$ cat config.mk
export PLATFORM = sky130hd
export DESIGN_NAME = mesh_router
export DESIGN_NICKNAME = d
export VERILOG_FILES = /design/src/rtl/noc_flit_pkg.sv /design/src/rtl/noc_topo_pkg.sv /design/src/rtl/mesh_router.sv /design/src/rtl/port_arbiter.sv /design/src/rtl/xy_route_split.sv
export SDC_FILE = /design/constraint.sdc
export NUM_CORES = 1
export LEC_CHECK = 0
export BUFFER_PORTS_ARGS = -buffer_cell sky130_fd_sc_hd__buf_2
export CORE_MARGIN = 10
export CORE_UTILIZATION = 59
export DETAILED_ROUTE_END_ITERATION = 8
export PLACE_DENSITY = 0.88
export SETUP_SLACK_MARGIN = 0.1
export SLEW_MARGIN = 0
export SYNTH_ARGS = -nofsm -noshare
export SYNTH_HDL_FRONTEND = slang
export SYNTH_SLANG_ARGS = --single-unit
export TNS_END_PERCENT = 10
$ cat constraint.sdc
create_clock -name clk -period 14.3 [get_ports clk]
set_clock_uncertainty 0.05 [all_clocks]
set_input_delay 2.145 -clock clk [delete_from_list [all_inputs] [get_ports clk]]
set_output_delay 2.145 -clock clk [all_outputs]
set_load 0.02 [all_outputs]
$ cat src/rtl/noc_flit_pkg.sv
package noc_flit_pkg;

  localparam int coord_w   = 2;   // one mesh coordinate
  localparam int payload_w = 28;

  // destination first, so x and y sit in the top four bits of the word
  typedef struct packed {
    logic [coord_w-1:0]   dst_x;
    logic [coord_w-1:0]   dst_y;
    logic [payload_w-1:0] payload;
  } flit_t;

  // forward half of a link, ready runs the other way
  typedef struct packed {
    logic  valid;
    flit_t flit;
  } link_t;

endpackage
$ cat src/rtl/noc_topo_pkg.sv
package noc_topo_pkg;

  localparam int mesh_dim  = 4;
  localparam int num_nodes = mesh_dim * mesh_dim;
  localparam int num_ports = 5;

  // direction indices, also the bit order of route requests and grants
  localparam int port_pe    = 0;
  localparam int port_east  = 1;
  localparam int port_west  = 2;
  localparam int port_north = 3;
  localparam int port_south = 4;

  function automatic logic [noc_flit_pkg::coord_w-1:0] node_x(input int node);
    int x;
    x = node % mesh_dim;
    return x[noc_flit_pkg::coord_w-1:0];
  endfunction

  // node 0 is the top left corner, y counts down as the index grows
  // so one step north is index minus mesh_dim
  function automatic logic [noc_flit_pkg::coord_w-1:0] node_y(input int node);
    int y;
    y = mesh_dim - 1 - node / mesh_dim;
    return y[noc_flit_pkg::coord_w-1:0];
  endfunction

endpackage

$ cat src/rtl/mesh_router.sv
module mesh_router #(
  parameter logic [noc_flit_pkg::coord_w-1:0] x_loc = '0,
  parameter logic [noc_flit_pkg::coord_w-1:0] y_loc = '0
) (
  input  logic                               clk,
  input  logic                               rst_n,
  input  noc_flit_pkg::link_t                in_links [noc_topo_pkg::num_ports],
  input  logic [noc_topo_pkg::num_ports-1:0] out_ready,
  output logic [noc_topo_pkg::num_ports-1:0] in_ready,
  output noc_flit_pkg::link_t                out_links [noc_topo_pkg::num_ports]
);

  noc_flit_pkg::link_t                held        [noc_topo_pkg::num_ports];
  logic [noc_topo_pkg::num_ports-1:0] route_req   [noc_topo_pkg::num_ports];
  logic [noc_topo_pkg::num_ports-1:0] split_grant [noc_topo_pkg::num_ports];

  // one input buffer per direction, indexed pe, east, west, north, south
  for (genvar s = 0; s < noc_topo_pkg::num_ports; s++) begin : g_split
    xy_route_split #(
      .x_loc(x_loc),
      .y_loc(y_loc)
    ) u_split (
      .clk       (clk),
      .rst_n     (rst_n),
      .in_link   (in_links[s]),
      .grant     (split_grant[s]),
      .in_ready  (in_ready[s]),
      .held      (held[s]),
      .route_req (route_req[s])
    );
  end

  for (genvar o = 0; o < noc_topo_pkg::num_ports; o++) begin : g_out
    // the pe output also takes the pe split, so a node can address itself
    localparam int n_in = (o == noc_topo_pkg::port_pe) ?
                          noc_topo_pkg::num_ports : noc_topo_pkg::num_ports - 1;

    logic [n_in-1:0]     arb_req;
    logic [n_in-1:0]     arb_grant;
    noc_flit_pkg::link_t cand [n_in];

    for (genvar k = 0; k < n_in; k++) begin : g_cand
      // other outputs skip the split of their own direction
      localparam int s = (o == noc_topo_pkg::port_pe || k < o) ? k : k + 1;

      assign cand[k]           = held[s];
      assign arb_req[k]        = route_req[s][o];
      assign split_grant[s][o] = arb_grant[k];
    end

    if (o != noc_topo_pkg::port_pe) begin : g_no_uturn
      assign split_grant[o][o] = 1'b0;
    end

    port_arbiter #(
      .n_in(n_in)
    ) u_arb (
      .clk       (clk),
      .rst_n     (rst_n),
      .req       (arb_req),
      .cand      (cand),
      .out_ready (out_ready[o]),
      .out_link  (out_links[o]),
      .grant     (arb_grant)
    );
  end

endmodule

$ cat src/rtl/port_arbiter.sv
module port_arbiter #(
  parameter int n_in = 4
) (
  input  logic                clk,
  input  logic                rst_n,
  input  logic [n_in-1:0]     req,
  input  noc_flit_pkg::link_t cand [n_in],
  input  logic                out_ready,
  output noc_flit_pkg::link_t out_link,
  output logic [n_in-1:0]     grant
);

  logic [$clog2(n_in)-1:0] ptr;        // first candidate looked at
  logic [$clog2(n_in)-1:0] win;
  logic [$clog2(n_in)-1:0] lock_idx;
  logic                    lock;       // stalled winner, kept until it moves
  logic                    found;
  logic                    xfer;

  // round robin search from ptr, skipped while a stalled choice is held
  always_comb begin
    int idx;
    idx   = 0;
    found = lock;
    win   = lock ? lock_idx : ptr;
    if (!lock) begin
      for (int i = 0; i < n_in; i++) begin
        idx = (int'(ptr) + i) % n_in;
        if (!found && req[idx]) begin
          found = 1'b1;
          win   = idx[$clog2(n_in)-1:0];
        end
      end
    end
  end

  assign xfer = found && out_ready;

  assign out_link.valid = found;
  assign out_link.flit  = cand[win].flit;

  always_comb begin
    grant = '0;
    if (xfer) begin
      grant[win] = 1'b1;   // the winner frees its buffer on this edge
    end
  end

  always_ff @(posedge clk) begin
    if (!rst_n) begin
      ptr      <= '0;
      lock     <= 1'b0;
      lock_idx <= '0;
    end else if (xfer) begin
      ptr  <= (win == n_in - 1) ? '0 : win + 1'b1;   // one past the winner
      lock <= 1'b0;
    end else if (found) begin
      // output is stalled, keep the same flit on the link
      lock     <= 1'b1;
      lock_idx <= win;
    end
  end

endmodule

$ cat src/rtl/xy_route_split.sv
module xy_route_split #(
  parameter logic [noc_flit_pkg::coord_w-1:0] x_loc = '0,
  parameter logic [noc_flit_pkg::coord_w-1:0] y_loc = '0
) (
  input  logic                               clk,
  input  logic                               rst_n,
  input  noc_flit_pkg::link_t                in_link,
  input  logic [noc_topo_pkg::num_ports-1:0] grant,     // one bit per output arbiter
  output logic                               in_ready,
  output noc_flit_pkg::link_t                held,
  output logic [noc_topo_pkg::num_ports-1:0] route_req
);

  logic                               hold_valid;
  noc_flit_pkg::flit_t                hold_flit;
  logic [noc_topo_pkg::num_ports-1:0] dir;
  logic                               leaving;

  assign leaving  = |(grant & route_req);     // buffered flit goes out this edge
  assign in_ready = !hold_valid || leaving;   // empty, or emptying right now

  always_ff @(posedge clk) begin
    if (!rst_n) begin
      hold_valid <= 1'b0;
    end else if (in_ready) begin
      hold_valid <= in_link.valid;
    end
  end

  always_ff @(posedge clk) begin
    if (in_ready && in_link.valid) begin
      hold_flit <= in_link.flit;
    end
  end

  // dimension order: settle x first, then y
  always_comb begin
    dir = '0;
    if (hold_flit.dst_x == x_loc && hold_flit.dst_y == y_loc) begin
      dir[noc_topo_pkg::port_pe] = 1'b1;
    end else if (hold_flit.dst_x > x_loc) begin
      dir[noc_topo_pkg::port_east] = 1'b1;
    end else if (hold_flit.dst_x < x_loc) begin
      dir[noc_topo_pkg::port_west] = 1'b1;
    end else if (hold_flit.dst_y > y_loc) begin
      dir[noc_topo_pkg::port_north] = 1'b1;
    end else begin
      dir[noc_topo_pkg::port_south] = 1'b1;
    end
  end

  assign route_req = hold_valid ? dir : '0;

  assign held.valid = hold_valid;
  assign held.flit  = hold_flit;

endmodule

# [After elaboration in Yosys (flattened, before gate mapping)]
# Cells that the tools add are included.
[classes] div_mod_pow=5 n_addsub=21 reduce_logical=109 magnitude_cmp=51 eq_ne=5 bitwise_logic=28 mux=212
[op_table] operator="32-bit 2-to-1 mux" n=10
[op_table] operator="33-bit binary-select mux with 2-bit select" n=4
[op_table] operator="32-bit by 5-bit < comparator with 1-bit output (second input constant)" n=5
[op_table] operator="32-bit by 4-bit modulo with 32-bit output (second input constant)" n=4
[op_table] operator="1-bit 2-to-1 mux" n=110
[op_table] operator="33-bit binary-select mux with 3-bit select" n=1
[op_table] operator="2-bit 2-to-1 mux" n=33
[op_table] operator="3-bit by 4-bit < comparator with 1-bit output (second input constant)" n=13
[op_table] operator="1-bit logical AND" n=41
[op_table] operator="3-bit 2-to-1 mux" n=13
[op_table] operator="4-bit 2-to-1 mux" n=9
[op_table] operator="2-bit OR reduction" n=17
[op_table] operator="1-bit binary-select mux with 2-bit select" n=16
[op_table] operator="4-bit by 4-bit modulo with 32-bit output (second input constant)" n=1
[op_table] operator="5-bit 2-to-1 mux" n=6
[op_table] operator="1-bit zero test" n=26
[op_table] operator="5-bit OR reduction" n=5
[op_table] operator="2-bit by 3-bit < comparator with 1-bit output (second input constant)" n=8
[op_table] operator="5-bit bitwise AND" n=4
[op_table] operator="2-bit by 1-bit greater-than comparator with 1-bit output (second input constant)" n=10
[op_table] operator="2-bit zero test" n=10
[op_table] operator="2-bit by 1-bit adder with 2-bit output (second input constant)" n=8
[op_table] operator="2-bit adder (second input constant)" n=8
[op_table] operator="1-bit binary-select mux with 3-bit select" n=5
[op_table] operator="other kinds (20)" n=64
[word_totals] wordCells=466 reg_bits=192 inputBits=172 output_inout_bits=170

# [Depth between registers and ports, before layout]
[logic_depth] word_depth=37 depth_mapped=27

# [By module]
# A second synthesis with hierarchy kept.
[unflattened] cells_unflattened=1879 hier_area_um2=18941.9
[by_module_without_submodules] mod="port_arbiter (g_out[1].u_arb ...)" area_each_um2=2685.1 cells_per_inst=327 n_inst=3
[by_module_without_submodules] mod="xy_route_split" area_each_um2=1096.1 cells_per_inst=50 n_inst=5
[by_module_without_submodules] mod="port_arbiter (g_out[0].u_arb)" area_each_um2=3702.3 cells_per_inst=452 n_inst=1
[by_module_without_submodules] mod="port_arbiter (g_out[4].u_arb)" area_each_um2=1700.4 cells_per_inst=195 n_inst=1
[by_module_without_submodules] mod="mesh_router" area_each_um2=3.8 cells_per_inst=1 n_inst=1

# [Worst setup path after synthesis]
# OpenSTA, ideal clock, no wires.
[synth_path] path_kind="register -> output" from="register g_out[0].u_arb.ptr[1]" to="output port out_links[157] (netlist bit)" t_required_ps=12105 path_stages_with_launch=22 setup_slack_ps=6811 arrival_time_ps=5294 cell_sequence="dfxtp_1 -> clkbuf_1 -> inv_1 -> ha_1 -> clkbuf_1 -> inv_2 -> ha_1 -> inv_1 -> ha_1 -> and4b_1 -> a211o_1 -> o31a_1 -> o2111ai_1 -> o211ai_2 -> or4b_4 -> o31ai_1 -> a31oi_1 -> nor2_1 -> buf_2 -> buf_2 -> mux2_2 -> a221o_1"
[synth_rtl] item="start: declaration" line_no="port_arbiter.sv:13" source="logic [$clog2(n_in)-1:0] ptr;"
[synth_rtl] item="start signal: assignment" line_no="port_arbiter.sv:55" source="ptr <= (win == n_in - 1) ? '0 : win + 1'b1;"
[synth_rtl] item="end: declaration" line_no="mesh_router.sv:10" source="output noc_flit_pkg::link_t out_links [noc_topo_pkg::num_ports]"

==> results_dict.tcl <==
set metrics [dict create \
    area_growth_pct 19.4 \
    tritoncts "yes" \
    clk_latency_ns 0.43 \
    num_rows 54 \
    synth_fp_nets 1336 \
    worstMarginPinSlew_ns 1.02 \
    path_cells "inv_1 > ha_1 > inv_2 > ha_1 > nor2b_1 > o21ai_0 > nand4_1 > a22o_1 > o221ai_2 > or4b_4 > o31ai_1 > o21ba_1 > buf_4 > a221o_1 > buf_2" \
    ff2ff_setup_slack_ns 6.94 \
    cts_resized 0 \
    layout_worst_path_cycle_share 0.648 \
    p_leak_nw 6.19 \
    cp-startpoint "g_out[0].u_arb.ptr[1]" \
    path_clk_slew_ns 0.08 \
    antenna_found_initial 9 \
    crit_path_start_kind "flip-flop" \
    layout-drive-gt1-share 0.422 \
    worst_ep_required_time_ns 12.10 \
    grt_overflow 0 \
    critPathBufInv 4 \
    syn_area_um2 13400 \
    timing_worst_setup_path_type "reg -> out" \
    critPathArrivalTime_ns 7.07 \
    cpPeakStageDelay_ns 0.88 \
    drtPass1Iterations 7 \
    wirelength_mm 48.9 \
    routed_via_density 7.16 \
    die_h_um 170 \
    peakVddDrop_v 0.000274 \
    crit_family "compound AO/OA/AOI/OAI gates" \
    ys_ff_latch 192 \
    worst_path_max_delay_cell "o21ba_1" \
    vias 12400 \
    gp_congestion 0.994 \
    status "finished, final reports clean" \
    grt_pass1_vias 12400 \
    core_um2 22000 \
    io_buffer_count 341 \
    drv_slew 0 \
    synth_edf_count 160 \
    clockBufferDepth 2 \
    grt_pass1_wl_mm 73.4 \
    cts-root-buf "clkbuf_16" \
    final-hold-violation-count 0 \
    initial_core_util 0.606 \
    synth_flop_cell "edfxtp_1" \
    postCtsSetupBuffers 0 \
    yosysWarnings 0 \
    setup_violations 0 \
    avgSynthCellArea_um2 11.7 \
    synthCells 1137 \
    drv_cap 0 \
    finalCoreUtilization 0.724 \
    cts-hold-fix-buffers 0 \
    yosysSeqAreaShare 0.408 \
    relSlewSlack 0.323 \
    cp-endpoint "out_links[138]" \
    chipWidth_um 170 \
    grt_start_max_net_pins 68 \
    cp-end-kind "output pin" \
    ant_nets 0 \
    power.density_nw_per_um2 264 \
    rr_worst_depth 15 \
    finalNetCount 1625 \
    crit_cells 15 \
    dp_hpwl_mm 34.7 \
    layout_min_cycle_time_ns 9.26 \
    drc 0 \
    finalSetupTns_ns 0 \
    clock_sinks 192 \
    worst_path_most_repeated_cell "ha_1" \
    drt_iter0_markers 1698 \
    hp-class "reg -> reg" \
    rsz0062_at_grt "no" \
    crit_path_max_fanout 22 \
    numCtsBuffers 17 \
    fp.dieArea_um2 29000 \
    rr_endpoint "g_split[1].u_split.held[22]" \
    io_pins 342 \
    r2r_start "g_out[0].u_arb.ptr[1]" \
    avgRoutedWirePerCell_um 28.3 \
    ys_types 79 \
    h-tree-depth 4 \
    min_path_cells 2 \
    grt_usage 0.330 \
    max_freq_mhz 108 \
    ys_async_sr_fraction 0 \
]
## power breakdown
part           total, W  switching [W]  internal (W)
combinational   0.00297        0.00184       0.00113
sequential     0.000732      0.0000658      0.000666
clock          0.000517       0.000256      0.000261
total           0.00422        0.00216       0.00206
## Yosys cell counts (17+ instances only)
master	count	share of area
edfxtp_1	160	0.36
nand2_1	106	0.030
mux4_2	99	0.17
mux2_2	70	0.059
clkbuf_1	64	0.018
nor2_1	52	0.015
a31oi_1	42	0.020
and2_1	42	0.020
a211oi_1	39	0.022
nor3b_1	39	0.022
a21oi_1	35	0.013
o21ai_0	33	0.012
a221o_1	32	0.024
dfxtp_1	32	0.048
inv_1	28	0.0079
ha_1	27	0.025
mux2i_1	20	0.015
nand3_1	17	0.0064
## metal layers
layer  GRT usage  routed length, µm
met1       0.386              16400
met2       0.533              23300
met3       0.108               6600
met4       0.170               2560
met5           0                 47
## flip-flops by register name, indices dropped and copies added, names as in the netlist
name and flops:
g_out.u_arb.ptr 11, g_split.u_split.held 160, g_out.u_arb.lock_idx 11, g_split.u_split.hold_valid 5, g_out.u_arb.lock 5
## cell families after synthesis
family | synth area share
xor+xnor | 0.00712
buf+inv | 0.0411
simple gates | 0.126
flops | 0.408
compound gates | 0.151
fa+ha+maj | 0.0253
mux | 0.241
## layout make-up
| class | count | area, µm² |
|---|---|---|
| Multi-Input combinational cell | 820 | 7500 |
| Fill cell | 1508 | 6080 |
| Sequential cell | 192 | 5450 |
| Timing Repair Buffer | 363 | 1870 |
| Clock buffer | 17 | 425 |
| Tap cell | 280 | 350 |
| Clock inverter | 15 | 218 |
| Inverter | 32 | 120 |
| Antenna cell | 7 | 17.5 |
## tightest hold or removal path: stages, from the launching register on
cell,delay (ns)
dfxtp_1,0.32
nor2_1,0.10
a211oi_1,0.05
## stage by stage
| step | cells | total power [W] | setup slack (ns) | hold WS [ns] | cell area (µm²) |
|---|---|---|---|---|---|
| floorplan | 1137 | 0.00280 | 6.81 | 0.401 | 13400 |
| global placement | 1687 | 0.00358 | 5.98 | 0.424 | 15300 |
| detailed placement | 1687 | 0.00364 | 5.77 | 0.441 | 15300 |
| CTS | 1719 | 0.00417 | 5.28 | 0.463 | 15900 |
| global route | 1724 | 0.00439 | 4.72 | 0.494 | 15900 |
| finish | 1726 | 0.00422 | 5.04 | 0.456 | 15900 |
## worst min-delay path by stage
stage | startpoint | endpoint
2_1_floorplan | g_out[0].u_arb.lock_idx[1] | g_out[0].u_arb.lock_idx[1]
3_3_place_gp | g_out[1].u_arb.lock_idx[0] | g_out[1].u_arb.lock_idx[0]
3_5_place_dp | g_out[1].u_arb.lock_idx[0] | g_out[1].u_arb.lock_idx[0]
4_1_cts | g_out[1].u_arb.lock_idx[1] | g_out[1].u_arb.lock_idx[1]
5_1_grt | g_out[1].u_arb.lock_idx[1] | g_out[1].u_arb.lock_idx[1]
6_report | g_out[1].u_arb.lock_idx[1] | g_out[1].u_arb.lock_idx[1]
## cell usage in the layout (no fill, tap or decap), types with 8 or more instances in the layout
master,Yosys,routed
a31oi_1,42,42
buf_4,12,22
a211oi_1,39,39
nor2_1,52,51
edfxtp_1,160,160
o21a_1,12,12
nand2_1,106,106
buf_2,10,341
mux4_2,99,99
xnor2_1,9,9
nor3_1,13,12
nor3b_1,39,39
mux2i_1,20,16
a21oi_1,35,35
mux2_2,70,70
inv_1,28,27
o21ai_0,33,31
clkbuf_16,0,17
a221o_1,32,32
nor2b_1,15,11
ha_1,27,27
nand2b_1,8,8
and2_1,42,41
dfxtp_1,32,32
nand3_1,17,17
Note: power is estimated with default switching activity, not from simulation.
